**src/verilog/ring_params.svh**
```systemverilog
/*
 * Ring node sizing. One miss-queue entry per hardware thread.
 * Cache geometry must keep set index and line offset within ADDR_WIDTH.
 */
`ifndef RING_PARAMS_SVH
`define RING_PARAMS_SVH

// Hardware threads in one core
`define THREADS_PER_CORE 4

// Nodes on the ring
`define NUM_CORES 4

// Line size shared by both L1 caches and the L2
`define CACHE_LINE_BYTES 64

// Sets per L1 cache
`define L1D_SETS 64
`define L1I_SETS 64

// Byte address width
`define ADDR_WIDTH 32

`endif

```
**src/verilog/ring_pkg.sv**
```systemverilog
/*
 * Ring bus types. Packet carries no line data.
 * Only read shared and write invalidate requests exist.
 */
`include "ring_params.svh"

package ring_pkg;
	// Derived field widths
	localparam CACHE_LINE_OFFSET_WIDTH = $clog2(`CACHE_LINE_BYTES);
	localparam L1D_SET_IDX_WIDTH = $clog2(`L1D_SETS);
	localparam L1I_SET_IDX_WIDTH = $clog2(`L1I_SETS);
	localparam L1D_TAG_WIDTH = `ADDR_WIDTH - L1D_SET_IDX_WIDTH - CACHE_LINE_OFFSET_WIDTH;
	localparam L1I_TAG_WIDTH = `ADDR_WIDTH - L1I_SET_IDX_WIDTH - CACHE_LINE_OFFSET_WIDTH;

	typedef logic [`ADDR_WIDTH - 1:0] scalar_t;
	typedef logic [$clog2(`THREADS_PER_CORE) - 1:0] thread_idx_t;
	typedef logic [$clog2(`NUM_CORES) - 1:0] core_id_t;

	// One entry per thread, so same width as a thread index
	typedef logic [$clog2(`THREADS_PER_CORE) - 1:0] l1_miss_entry_idx_t;

	typedef logic [CACHE_LINE_OFFSET_WIDTH - 1:0] cache_line_offset_t;
	typedef logic [`ADDR_WIDTH - CACHE_LINE_OFFSET_WIDTH - 1:0] cache_line_index_t;
	typedef logic [L1D_SET_IDX_WIDTH - 1:0] l1d_set_idx_t;
	typedef logic [L1D_TAG_WIDTH - 1:0] l1d_tag_t;
	typedef logic [L1I_SET_IDX_WIDTH - 1:0] l1i_set_idx_t;
	typedef logic [L1I_TAG_WIDTH - 1:0] l1i_tag_t;

	typedef struct packed {
		l1d_tag_t tag;
		l1d_set_idx_t set_idx;
		cache_line_offset_t offset;
	} l1d_addr_t;

	typedef struct packed {
		l1i_tag_t tag;
		l1i_set_idx_t set_idx;
		cache_line_offset_t offset;
	} l1i_addr_t;

	typedef enum logic [1:0] {
		PM_INVALID,
		PM_READ_PENDING,
		PM_WRITE_PENDING
	} pending_miss_state_t;

	typedef enum logic {
		CT_ICACHE,
		CT_DCACHE
	} cache_type_t;

	typedef enum logic {
		PKT_READ_SHARED,
		PKT_WRITE_INVALIDATE
	} packet_type_t;

	// An empty slot has valid low
	typedef struct packed {
		logic valid;
		packet_type_t packet_type;
		logic ack;
		core_id_t dest_core;
		scalar_t address;
		cache_type_t cache_type;
	} ring_packet_t;
endpackage

```
**src/verilog/ring_if.sv**
```systemverilog
/*
 * Links between the two ring stages. No clock inside,
 * all signals are registered by the driving stage.
 */
`timescale 1ns/1ps

// Stage 1 packet plus the miss-queue lookups made for it
interface rc1_result_if;
	import ring_pkg::*;

	ring_packet_t packet;
	logic dcache_miss_pending;
	l1_miss_entry_idx_t dcache_miss_entry;
	pending_miss_state_t dcache_miss_state;
	logic icache_miss_pending;
	l1_miss_entry_idx_t icache_miss_entry;

	modport source(output packet, dcache_miss_pending, dcache_miss_entry,
		dcache_miss_state, icache_miss_pending, icache_miss_entry);
	modport sink(input packet, dcache_miss_pending, dcache_miss_entry,
		dcache_miss_state, icache_miss_pending, icache_miss_entry);
endinterface

// One-cycle wake pulses back into the miss queues
interface miss_wake_if;
	import ring_pkg::*;

	logic dcache_wake;
	l1_miss_entry_idx_t dcache_wake_entry;
	logic icache_wake;
	l1_miss_entry_idx_t icache_wake_entry;

	modport source(output dcache_wake, dcache_wake_entry, icache_wake, icache_wake_entry);
	modport sink(input dcache_wake, dcache_wake_entry, icache_wake, icache_wake_entry);
endinterface

```
**src/verilog/l1_miss_queue.sv**
```systemverilog
/*
 * Pending L1 misses, one entry per thread. A requester must stay
 * stalled until woken, it never enqueues twice for one miss.
 * Misses to a line already queued merge into that entry.
 */
`timescale 1ns/1ps
`include "ring_params.svh"

module l1_miss_queue(
	input clk,
	input reset,

	// New miss from the cache
	input enqueue_en,
	input ring_pkg::scalar_t enqueue_addr,
	input ring_pkg::thread_idx_t enqueue_thread_idx,
	input ring_pkg::pending_miss_state_t enqueue_state,

	// Oldest unsent request
	output logic dequeue_ready,
	output ring_pkg::scalar_t dequeue_addr,
	output ring_pkg::pending_miss_state_t dequeue_state,
	input dequeue_en,

	// Lookup of a passing packet
	input snoop_en,
	input ring_pkg::scalar_t snoop_addr,
	output logic snoop_request_pending,
	output ring_pkg::l1_miss_entry_idx_t snoop_pending_entry,
	output ring_pkg::pending_miss_state_t snoop_state,

	// Completion
	input wake_en,
	input ring_pkg::l1_miss_entry_idx_t wake_entry,
	output logic [`THREADS_PER_CORE - 1:0] wake_oh);

	import ring_pkg::*;

	localparam NUM_ENTRIES = `THREADS_PER_CORE;

	logic [NUM_ENTRIES - 1:0] entry_valid;
	logic [NUM_ENTRIES - 1:0] entry_sent;
	scalar_t entry_addr[NUM_ENTRIES];
	pending_miss_state_t entry_state[NUM_ENTRIES];
	logic [`THREADS_PER_CORE - 1:0] entry_waiting[NUM_ENTRIES];
	logic merge;
	l1_miss_entry_idx_t merge_entry;
	l1_miss_entry_idx_t dequeue_entry;
	logic [`THREADS_PER_CORE - 1:0] enqueue_thread_oh;

	function automatic cache_line_index_t line_of(scalar_t addr);
		return addr[`ADDR_WIDTH - 1:CACHE_LINE_OFFSET_WIDTH];
	endfunction

	// Walk down so the lowest matching index wins
	always_comb
	begin
		merge = 1'b0;
		merge_entry = '0;
		snoop_request_pending = 1'b0;
		snoop_pending_entry = '0;
		dequeue_ready = 1'b0;
		dequeue_entry = '0;
		for (int i = NUM_ENTRIES - 1; i >= 0; i--)
		begin
			// An entry being woken this cycle no longer takes merges
			if (entry_valid[i] && !(wake_en && wake_entry == l1_miss_entry_idx_t'(i))
				&& line_of(entry_addr[i]) == line_of(enqueue_addr))
			begin
				merge = 1'b1;
				merge_entry = l1_miss_entry_idx_t'(i);
			end

			// Only requests already on the ring can have a response
			if (snoop_en && entry_valid[i] && entry_sent[i]
				&& line_of(entry_addr[i]) == line_of(snoop_addr))
			begin
				snoop_request_pending = 1'b1;
				snoop_pending_entry = l1_miss_entry_idx_t'(i);
			end

			if (entry_valid[i] && !entry_sent[i])
			begin
				dequeue_ready = 1'b1;
				dequeue_entry = l1_miss_entry_idx_t'(i);
			end
		end
	end

	always_comb
	begin
		enqueue_thread_oh = '0;
		enqueue_thread_oh[enqueue_thread_idx] = 1'b1;
	end

	assign dequeue_addr = entry_addr[dequeue_entry];
	assign dequeue_state = entry_state[dequeue_entry];
	assign snoop_state = entry_state[snoop_pending_entry];
	assign wake_oh = wake_en ? entry_waiting[wake_entry] : '0;

	always_ff @(posedge clk, posedge reset)
	begin
		if (reset)
		begin
			entry_valid <= '0;
			entry_sent <= '0;
		end
		else
		begin
			if (wake_en)
				entry_valid[wake_entry] <= 1'b0;

			if (dequeue_en)
				entry_sent[dequeue_entry] <= 1'b1;

			// New line fills the entry owned by the missing thread
			if (enqueue_en && !merge)
			begin
				entry_valid[enqueue_thread_idx] <= 1'b1;
				entry_sent[enqueue_thread_idx] <= 1'b0;
			end
		end
	end

	always_ff @(posedge clk)
	begin
		if (enqueue_en)
		begin
			if (merge)
				entry_waiting[merge_entry] <= entry_waiting[merge_entry] | enqueue_thread_oh;
			else
			begin
				entry_addr[enqueue_thread_idx] <= enqueue_addr;
				entry_state[enqueue_thread_idx] <= enqueue_state;
				entry_waiting[enqueue_thread_idx] <= enqueue_thread_oh;
			end
		end
	end
endmodule

```
**src/verilog/ring_controller.sv**
```systemverilog
/*
 * Ring node front for one core. Fixed 2-cycle ring latency, no
 * back-pressure; requests wait for an empty slot.
 */
`timescale 1ns/1ps
`include "ring_params.svh"

module ring_controller
	#(parameter CORE_ID = 0)
	(input clk,
	input reset,

	// Ring
	input ring_pkg::ring_packet_t packet_in,
	output ring_pkg::ring_packet_t packet_out,

	// Data cache
	input dcache_miss,
	input ring_pkg::scalar_t dcache_miss_addr,
	input dcache_miss_store,
	input ring_pkg::thread_idx_t dcache_miss_thread,
	output logic [`THREADS_PER_CORE - 1:0] dcache_wake_oh,
	output logic dcache_snoop_en,
	output ring_pkg::l1d_set_idx_t dcache_snoop_set,

	// Instruction cache
	input icache_miss,
	input ring_pkg::scalar_t icache_miss_addr,
	input ring_pkg::thread_idx_t icache_miss_thread,
	output logic [`THREADS_PER_CORE - 1:0] icache_wake_oh,
	output logic icache_lru_read_en,
	output ring_pkg::l1i_set_idx_t icache_lru_read_set);

	rc1_result_if rc1();
	miss_wake_if wake();

	// Snoop, lookup and injection
	ring_controller_stage1 #(.CORE_ID(CORE_ID)) stage1(
		.clk(clk),
		.reset(reset),
		.packet_in(packet_in),
		.dcache_miss(dcache_miss),
		.dcache_miss_addr(dcache_miss_addr),
		.dcache_miss_store(dcache_miss_store),
		.dcache_miss_thread(dcache_miss_thread),
		.icache_miss(icache_miss),
		.icache_miss_addr(icache_miss_addr),
		.icache_miss_thread(icache_miss_thread),
		.dcache_wake_oh(dcache_wake_oh),
		.icache_wake_oh(icache_wake_oh),
		.dcache_snoop_en(dcache_snoop_en),
		.dcache_snoop_set(dcache_snoop_set),
		.icache_lru_read_en(icache_lru_read_en),
		.icache_lru_read_set(icache_lru_read_set),
		.rc1(rc1.source),
		.wake(wake.sink));

	// Response capture and forwarding
	ring_response_stage #(.CORE_ID(CORE_ID)) stage2(
		.clk(clk),
		.reset(reset),
		.rc1(rc1.sink),
		.wake(wake.source),
		.packet_out(packet_out));
endmodule

```
**src/verilog/ring_controller_stage1.sv**
```systemverilog
/*
 * Ring stage 1. Snoops passing packets against both miss queues and
 * injects requests into empty slots only, data cache first.
 */
`timescale 1ns/1ps
`include "ring_params.svh"

module ring_controller_stage1
	#(parameter CORE_ID = 0)
	(input clk,
	input reset,
	input ring_pkg::ring_packet_t packet_in,

	// Data cache miss
	input dcache_miss,
	input ring_pkg::scalar_t dcache_miss_addr,
	input dcache_miss_store,
	input ring_pkg::thread_idx_t dcache_miss_thread,

	// Instruction cache miss
	input icache_miss,
	input ring_pkg::scalar_t icache_miss_addr,
	input ring_pkg::thread_idx_t icache_miss_thread,

	output logic [`THREADS_PER_CORE - 1:0] dcache_wake_oh,
	output logic [`THREADS_PER_CORE - 1:0] icache_wake_oh,
	output logic dcache_snoop_en,
	output ring_pkg::l1d_set_idx_t dcache_snoop_set,
	output logic icache_lru_read_en,
	output ring_pkg::l1i_set_idx_t icache_lru_read_set,

	rc1_result_if.source rc1,
	miss_wake_if.sink wake);

	import ring_pkg::*;

	ring_packet_t packet_nxt;
	l1d_addr_t dcache_addr;
	l1i_addr_t icache_addr;
	logic dcache_dequeue_ready;
	logic dcache_dequeue_en;
	scalar_t dcache_dequeue_addr;
	pending_miss_state_t dcache_dequeue_state;
	logic icache_dequeue_ready;
	logic icache_dequeue_en;
	scalar_t icache_dequeue_addr;
	logic dcache_snoop_pending;
	l1_miss_entry_idx_t dcache_snoop_entry;
	pending_miss_state_t dcache_snoop_state;
	logic icache_snoop_pending;
	l1_miss_entry_idx_t icache_snoop_entry;

	l1_miss_queue dcache_miss_queue(
		.clk(clk),
		.reset(reset),
		.enqueue_en(dcache_miss),
		.enqueue_addr(dcache_miss_addr),
		.enqueue_thread_idx(dcache_miss_thread),
		.enqueue_state(dcache_miss_store ? PM_WRITE_PENDING : PM_READ_PENDING),
		.dequeue_ready(dcache_dequeue_ready),
		.dequeue_addr(dcache_dequeue_addr),
		.dequeue_state(dcache_dequeue_state),
		.dequeue_en(dcache_dequeue_en),
		.snoop_en(packet_in.valid),
		.snoop_addr(packet_in.address),
		.snoop_request_pending(dcache_snoop_pending),
		.snoop_pending_entry(dcache_snoop_entry),
		.snoop_state(dcache_snoop_state),
		.wake_en(wake.dcache_wake),
		.wake_entry(wake.dcache_wake_entry),
		.wake_oh(dcache_wake_oh));

	// Instruction misses are always reads
	l1_miss_queue icache_miss_queue(
		.clk(clk),
		.reset(reset),
		.enqueue_en(icache_miss),
		.enqueue_addr(icache_miss_addr),
		.enqueue_thread_idx(icache_miss_thread),
		.enqueue_state(PM_READ_PENDING),
		.dequeue_ready(icache_dequeue_ready),
		.dequeue_addr(icache_dequeue_addr),
		.dequeue_state(),
		.dequeue_en(icache_dequeue_en),
		.snoop_en(packet_in.valid),
		.snoop_addr(packet_in.address),
		.snoop_request_pending(icache_snoop_pending),
		.snoop_pending_entry(icache_snoop_entry),
		.snoop_state(),
		.wake_en(wake.icache_wake),
		.wake_entry(wake.icache_wake_entry),
		.wake_oh(icache_wake_oh));

	// Tag and LRU strobes follow the raw ring input
	assign dcache_addr = packet_in.address;
	assign icache_addr = packet_in.address;
	assign dcache_snoop_en = packet_in.valid && packet_in.cache_type == CT_DCACHE;
	assign dcache_snoop_set = dcache_addr.set_idx;
	assign icache_lru_read_en = packet_in.valid && packet_in.cache_type == CT_ICACHE;
	assign icache_lru_read_set = icache_addr.set_idx;

	// Occupied slots pass, empty ones carry a new request with ack clear
	always_comb
	begin
		dcache_dequeue_en = 1'b0;
		icache_dequeue_en = 1'b0;
		packet_nxt = '0;
		if (packet_in.valid)
			packet_nxt = packet_in;
		else if (dcache_dequeue_ready)
		begin
			dcache_dequeue_en = 1'b1;
			packet_nxt.valid = 1'b1;
			packet_nxt.packet_type = (dcache_dequeue_state == PM_WRITE_PENDING)
				? PKT_WRITE_INVALIDATE : PKT_READ_SHARED;
			packet_nxt.dest_core = core_id_t'(CORE_ID);
			packet_nxt.address = dcache_dequeue_addr;
			packet_nxt.cache_type = CT_DCACHE;
		end
		else if (icache_dequeue_ready)
		begin
			icache_dequeue_en = 1'b1;
			packet_nxt.valid = 1'b1;
			packet_nxt.packet_type = PKT_READ_SHARED;
			packet_nxt.dest_core = core_id_t'(CORE_ID);
			packet_nxt.address = icache_dequeue_addr;
			packet_nxt.cache_type = CT_ICACHE;
		end
	end

	always_ff @(posedge clk, posedge reset)
	begin
		if (reset)
		begin
			rc1.packet <= '0;
			rc1.dcache_miss_pending <= 1'b0;
			rc1.icache_miss_pending <= 1'b0;
		end
		else
		begin
			rc1.packet <= packet_nxt;
			rc1.dcache_miss_pending <= dcache_snoop_pending;
			rc1.icache_miss_pending <= icache_snoop_pending;
		end
	end

	// Lookup details, only meaningful with the pending flags
	always_ff @(posedge clk)
	begin
		rc1.dcache_miss_entry <= dcache_snoop_entry;
		rc1.dcache_miss_state <= dcache_snoop_state;
		rc1.icache_miss_entry <= icache_snoop_entry;
	end
endmodule

```
**src/verilog/ring_response_stage.sv**
```systemverilog
/*
 * Ring stage 2. Takes acknowledged responses for this core off the
 * ring and wakes the queue entry one cycle after the slot empties.
 */
`timescale 1ns/1ps

module ring_response_stage
	#(parameter CORE_ID = 0)
	(input clk,
	input reset,
	rc1_result_if.sink rc1,
	miss_wake_if.source wake,
	output ring_pkg::ring_packet_t packet_out);

	import ring_pkg::*;

	logic is_response;
	logic type_matches;
	logic dcache_response;
	logic icache_response;
	logic dcache_done;
	logic icache_done;
	l1_miss_entry_idx_t dcache_done_entry;
	l1_miss_entry_idx_t icache_done_entry;

	// Ack set and addressed here
	assign is_response = rc1.packet.valid && rc1.packet.ack
		&& rc1.packet.dest_core == core_id_t'(CORE_ID);

	// A data response must answer the request kind the entry sent
	assign type_matches = (rc1.dcache_miss_state == PM_WRITE_PENDING)
		== (rc1.packet.packet_type == PKT_WRITE_INVALIDATE);

	assign dcache_response = is_response && rc1.packet.cache_type == CT_DCACHE
		&& rc1.dcache_miss_pending && type_matches;
	assign icache_response = is_response && rc1.packet.cache_type == CT_ICACHE
		&& rc1.icache_miss_pending;

	always_ff @(posedge clk, posedge reset)
	begin
		if (reset)
		begin
			packet_out <= '0;
			dcache_done <= 1'b0;
			icache_done <= 1'b0;
			wake.dcache_wake <= 1'b0;
			wake.icache_wake <= 1'b0;
		end
		else
		begin
			// Consumed response leaves an empty slot
			if (dcache_response || icache_response)
				packet_out <= '0;
			else
				packet_out <= rc1.packet;

			dcache_done <= dcache_response;
			icache_done <= icache_response;

			// Wake pulse trails the freed slot by one cycle
			wake.dcache_wake <= dcache_done;
			wake.icache_wake <= icache_done;
		end
	end

	always_ff @(posedge clk)
	begin
		dcache_done_entry <= rc1.dcache_miss_entry;
		icache_done_entry <= rc1.icache_miss_entry;
		wake.dcache_wake_entry <= dcache_done_entry;
		wake.icache_wake_entry <= icache_done_entry;
	end
endmodule
```
**config.mk**
```make
export PLATFORM = sky130hd
export DESIGN_NAME = ring_controller
export DESIGN_NICKNAME = d
export VERILOG_FILES = /design/src/verilog/ring_pkg.sv /design/src/verilog/ring_if.sv /design/src/verilog/l1_miss_queue.sv /design/src/verilog/ring_controller.sv /design/src/verilog/ring_controller_stage1.sv /design/src/verilog/ring_response_stage.sv
export VERILOG_INCLUDE_DIRS = /design/src /design/src/verilog
export SDC_FILE = /design/constraint.sdc
export NUM_CORES = 1
export LEC_CHECK = 0
export BUFFER_PORTS_ARGS = -buffer_cell sky130_fd_sc_hd__clkbuf_2
export CAP_MARGIN = 40
export CORE_MARGIN = 2
export CORE_UTILIZATION = 51
export DETAILED_ROUTE_END_ITERATION = 7
export PLACE_DENSITY_LB_ADDON = 0.3
export SLEW_MARGIN = 20
export SYNTH_ARGS = -nofsm -noshare
export SYNTH_HDL_FRONTEND = slang
export SYNTH_SLANG_ARGS = --single-unit
```
**constraint.sdc**
```tcl
create_clock -name clk -period 6.46 [get_ports clk]
set_clock_uncertainty 0.1 [all_clocks]
set_input_delay 1.938 -clock clk [delete_from_list [all_inputs] [get_ports clk]]
set_output_delay 1.938 -clock clk [all_outputs]
set_load 0.1 [all_outputs]
```
# Word-level counts from Yosys, hierarchy flattened
# Memory sizes are Yosys's and may differ from the RTL's. A register that Yosys moved wholly into a read port is not among the register bits.
# Index checks and enable logic that the tools add are counted.
[totals] input_bits=111 word_cells=287 ff_bits=110 ram_bits=296 mem_count=5
[mem_list] memory="stage1.dcache_miss_queue.entry_addr" depth=4 word_bits=32 rd=5 rd_clocked_by_memory_dff=0 wr=1 line_no="l1_miss_queue.sv:43" rtl="scalar_t entry_addr[NUM_ENTRIES];"
[mem_list] memory="stage1.icache_miss_queue.entry_addr" depth=4 word_bits=32 rd=5 rd_clocked_by_memory_dff=0 wr=1 line_no="l1_miss_queue.sv:43"
[mem_list] memory="stage1.dcache_miss_queue.entry_waiting" depth=4 word_bits=4 rd=2 rd_clocked_by_memory_dff=1 wr=1 line_no="l1_miss_queue.sv:45" rtl="logic [`THREADS_PER_CORE - 1:0] entry_waiting[NUM_ENTRIES];"
[mem_list] memory="stage1.icache_miss_queue.entry_waiting" depth=4 word_bits=4 rd=2 rd_clocked_by_memory_dff=1 wr=1 line_no="l1_miss_queue.sv:45"
[mem_list] memory="stage1.dcache_miss_queue.entry_state" depth=4 word_bits=2 rd=2 rd_clocked_by_memory_dff=1 wr=1 line_no="l1_miss_queue.sv:44" rtl="pending_miss_state_t entry_state[NUM_ENTRIES];"
[classes] bitwise_logic=16 eq_ne=25 n_mux=102 n_reduce_logical=98 magnitude_cmp=12
[ops] cell="$eq 26x26->1" n=16
[ops] cell="$logic_and 1x1->1" n=73
[ops] cell="$mux 35" n=2
[ops] cell="$mux 2" n=28
[ops] cell="$mux 1" n=52
[ops] cell="$mux 4" n=12
[ops] cell="$mux 38" n=1
[ops] cell="$mux 33" n=1
[ops] cell="$or 4x4->4" n=6
[ops] cell="$logic_not 1->1" n=18
[ops] cell="$lt 2x3->1 const B" n=6
[ops] cell="$and 4x4->4" n=4
[ops] cell="$not 4->4" n=4
[ops] cell="$demux 1 s2" n=6
[ops] cell="$eq 2x2->1 const B" n=6
[ops] cell="$ge 2x1->1 const B" n=6
[ops] cell="$reduce_or 4->1" n=2
[ops] cell="$logic_not 2->1" n=3
[ops] cell="$eq 2x1->1 const B" n=2
[ops] cell="$not 1->1" n=2
[ops] cell="$reduce_or 2->1" n=1
[ops] cell="$eq 1x1->1" n=1
[ops] cell="$logic_or 1x1->1" n=1

# Logic depth before layout (Yosys ltp)
[logic_depth] word_depth=14 depth_mapped=9 mapped_depth_nobuf=7

# Modules after synthesis
# A second synthesis with hierarchy kept.
[unflattened] hier_cells=1952 hier_area_um2=22317.7
[by_module_without_submodules] mod="l1_miss_queue (stage1.dcache_miss_queue)" n_inst=1 area_each_um2=9280.2 cells_each=829 seq_area_each_um2=4764.6
[by_module_without_submodules] mod="l1_miss_queue (stage1.icache_miss_queue)" n_inst=1 area_each_um2=8959.8 cells_each=758 seq_area_each_um2=4764.6
[by_module_without_submodules] mod="ring_controller_stage1" n_inst=1 area_each_um2=2239.6 cells_each=220 seq_area_each_um2=1121.1
[by_module_without_submodules] mod="ring_response_stage" n_inst=1 area_each_um2=1838.0 cells_each=145 seq_area_each_um2=1211.2

# Worst setup path after synthesis
# Ideal clock, no wire load.
[synth_timing] path_kind="in2out" from="input packet_in[37] in the netlist's numbering" to="output icache_lru_read_en" t_required_ns=4.422 n_path_buf=2 stages=4 setup_slack_ns=0.619 t_arrival_ns=3.803 cell_sequence="buf_4 > clkbuf_1 > inv_1 > nor2_1"
[synth_between] elab_chain_len=1
[synth_lines] element="from (decl)" line_no="ring_controller.sv:14" rtl="input ring_pkg::ring_packet_t packet_in,"
[synth_lines] element="$logic_and 1x1->1" line_no="ring_controller_stage1.sv:99" rtl="assign icache_lru_read_en = packet_in.valid && packet_in.cache_type == CT_ICACHE;"
[synth_lines] element="to (decl)" line_no="ring_controller.sv:31" rtl="output logic icache_lru_read_en,"
# Every way passes these cells.

# Worst setup path after layout
# Same ends and word-level chain as after synthesis.

==> reports/metrics.yaml <==
cp_slowest_cell: "clkbuf_2"
synthesis.nets: 1775
final_util_pct: 58.3
detail_route.wl_per_cell_um: 29.0
port_buffers: 170
relSlewSlack_pct: 45.0
max_stage_delay_ns: 0.50
clkLatencyLatePin_ns: 0.58
gr-total-overflow: 0
ir_drop_mv: 0.477
cts_buffer_depth: 3
fin_crit_ns: 5.02
path_common_cell: "clkbuf_2"
die_y_um: 205
hp-class: "flip-flop to flip-flop"
seq_area_sq_um: 11600
grt_usage_pct: 32.8
drc_errors: 0
yosysMostFrequentCell: "edfxtp_1"
start_util_pct: 51.8
p_seq_share_pct: 43.0
cts_root_buffer: "clkbuf_16"
dieArea_sq_um: 42100
syn_avg_cell_area_sq_um: 12.4
placed_cells: 2259
ys_ff_latch: 408
cts_resized: 0
fin_crit_sh_pct: 77.7
p_leak_uw: 0.00832
routed_wl_um: 67900
endpoint_kind: "output pin"
combPwrFrac_pct: 24.0
ioPinCount: 171
finalSetupViolCount: 0
hold_viol: 0
netlist_top_cells_area: "edfxtp_1, dfrtp_1, xnor2_1"
viasPerCell: 6.30
yosysTopAreaCell: "edfxtp_1"
multi_input_area_sq_um: 8340
grt_pass1_vias: 14385
max_cap_violations: 0
holdBufCountCts: 0
syn_area_sq_um: 20600
clkPwrFrac_pct: 33.0
outcome: "finished clean"
ys_warn_count: 0
first_iter_violations: 2026
row_count: 73
drv_slew: 0
drtAntennaViolNets: 0
cp_top_family: "buffers and inverters"
rsz0062_at_grt: "false"
htree_levels: 2
grt_max_degree: 55
p_int_uw: 4990
synth_common_cells: "edfxtp_1, xnor2_1, xor2_1, dfrtp_1, clkbuf_1"
gp_congestion: 1.07
synthCells: 1664
worst_pin_slew_ns: 0.823
worstPathRequired_ns: 4.42
synth_flop_cell: "edfxtp_1"
final_cells: 2340
nets: 1891
fin_setup_tns_ns: 0
clk_pin_slew_ns: 0.06
grt_pass1_wl_um: 98900
cp.arrival_ns: 2.98
nFillCells: 3339
cts_sinks: 408
synth_top_area_share_pct: 43.1
crit_fanout: 7
hpwlAfterDp_um: 50900
post-cts-setup-buffers: 0
synth_edf_count: 296
path_buf_inv: 3
ys_seq_area_share_pct: 56.3
drive_gt1_share_pct: 16.3
synthArstFlopShare_pct: 24.0
drtPass1Iterations: 7
cts_made_buffers: 43
p_per_area_nw_per_um2: 320
antenna_found_initial: 3
worstSetupStartpointType: "input port"
ys_types: 61
path_cells: "clkbuf_2, inv_1, nor2_1, clkbuf_2"
max_freq_mhz: 199
area_delta_synth_final_pct: 12.5
die_x_um: 205
timing_worst_setup_path_type: "input port to output pin"
core_area_sq_um: 39800
switching_share_pct: 32.8
vias: 14742
switchingPower_uw: 2440
cts_tree: "yes"
power by group through the flow:
| stage | Combinational, uW | Sequential (uW) | Clock (uW) |
|---|---|---|---|
| global placement | 1710 | 3240 | 0 |
| global route | 1870 | 3210 | 2580 |
| CTS | 1760 | 3190 | 2480 |
| floorplan | 842 | 3590 | 0 |
| detailed placement | 1750 | 3240 | 0 |
| finish | 1780 | 3200 | 2450 |
metal layers:
metal	share of wire [%]	global-route usage [%]	vias up
li1	-	-	6351
met4	3.3	10.7	2
met1	43	48.4	7334
met3	11	7.30	133
met5	0.024	0	-
met2	43	47.9	922
cell families (layout without fill, tap and decap cells):
group                     Yosys count  count (layout)  share of synthesized area [%]
DFF                               408             408                           56.3
other                               0               2                              0
and+or+nand+nor                   389             389                           10.5
xor gates and xnor gates          417             417                           17.9
buffers and inverters             152             301                           3.58
muxes                              61              61                           3.46
AOI/OAI and AO/OA                 237             237                           8.25
registers in the layout, indices dropped and copies added, names as in the netlist, 2 cells and up:
name                                    flops
stage2.packet_out                          38
stage2.icache_done_entry                    2
stage1.dcache_miss_queue.entry_waiting     16
stage1.dcache_miss_queue.entry_sent         4
stage1.rc1.packet                          38
stage1.icache_miss_queue.entry_valid        4
stage1.rc1.icache_miss_entry                2
stage1.dcache_miss_queue.entry_state        8
stage1.rc1.dcache_miss_entry                2
stage1.icache_miss_queue.entry_sent         4
stage1.dcache_miss_queue.entry_addr       128
stage1.icache_miss_queue.entry_addr       128
stage1.icache_miss_queue.entry_waiting     16
stage1.rc1.dcache_miss_state                2
stage1.dcache_miss_queue.entry_valid        4
stage2.wake.dcache_wake_entry               2
stage2.dcache_done_entry                    2
stage2.wake.icache_wake_entry               2
final timing paths:
check	endpoint	slack [ns]	from	depth (start not counted)
worst min-delay path	stage2.wake.icache_wake_entry[1]	0.23	stage2.icache_done_entry[1]	0
worst max-delay path	icache_lru_read_en	1.44	packet_in[37]	4
worst max register to register	stage1.icache_miss_queue.entry_addr[1][2]	2.64	stage1.icache_miss_queue.entry_addr[2][27]	8
max in group asynchronous	stage1.rc1.packet[1]	3.81	reset	3
worst min register to register	stage2.wake.icache_wake_entry[1]	0.23	stage2.icache_done_entry[1]	0
min in group asynchronous	stage2.wake.icache_wake	1.32	reset	2
layout make-up:
cell class                      instances  area share (%)
Antenna cell                            2          0.0216
Clock buffer                           68            5.68
Clock inverter                         10           0.339
Inverter                               26           0.431
Multi-Input combinational cell       1104            35.9
Sequential cell                       408            50.0
Tap cell                              525            2.83
Timing Repair Buffer                  197            4.76
cells in the final DEF (no fill, tap or decap), types with 5 or more instances in the layout:
| master | n |
|---|---|
| nand4_1 | 76 |
| edfxtp_1 | 296 |
| clkbuf_2 | 171 |
| a222oi_1 | 33 |
| and2_1 | 50 |
| a221o_1 | 23 |
| mux4_2 | 8 |
| buf_4 | 21 |
| nor2_1 | 32 |
| a21oi_1 | 60 |
| nand2_1 | 66 |
| dfxtp_1 | 14 |
| nand2b_1 | 17 |
| clkbuf_16 | 47 |
| clkbuf_1 | 14 |
| inv_1 | 24 |
| a221oi_1 | 7 |
| nor4_1 | 66 |
| nor2b_1 | 5 |
| xnor2_1 | 255 |
| o21a_1 | 7 |
| nand3_1 | 22 |
| dfrtp_1 | 98 |
| a22oi_1 | 26 |
| mux2i_1 | 50 |
| clkbuf_8 | 6 |
| o21ai_0 | 46 |
| xor2_1 | 157 |
| nor3_1 | 17 |
| xnor2_2 | 5 |
| o2111ai_1 | 5 |
through the flow:
stage / instance area [sq um] / power (uW) / worst slack, ns / hold WS [ns]
2_1_floorplan: 20600 / 4430 / 0.619 / 0.210
3_3_place_gp: 21700 / 4950 / 1.23 / 0.215
3_5_place_dp: 21800 / 4990 / 1.16 / 0.215
4_1_cts: 23200 / 7430 / 1.43 / 0.229
5_1_grt: 23200 / 7660 / 1.38 / 0.240
6_report: 23200 / 7430 / 1.44 / 0.228
No activity file was read; power rests on OpenSTA's default activity.
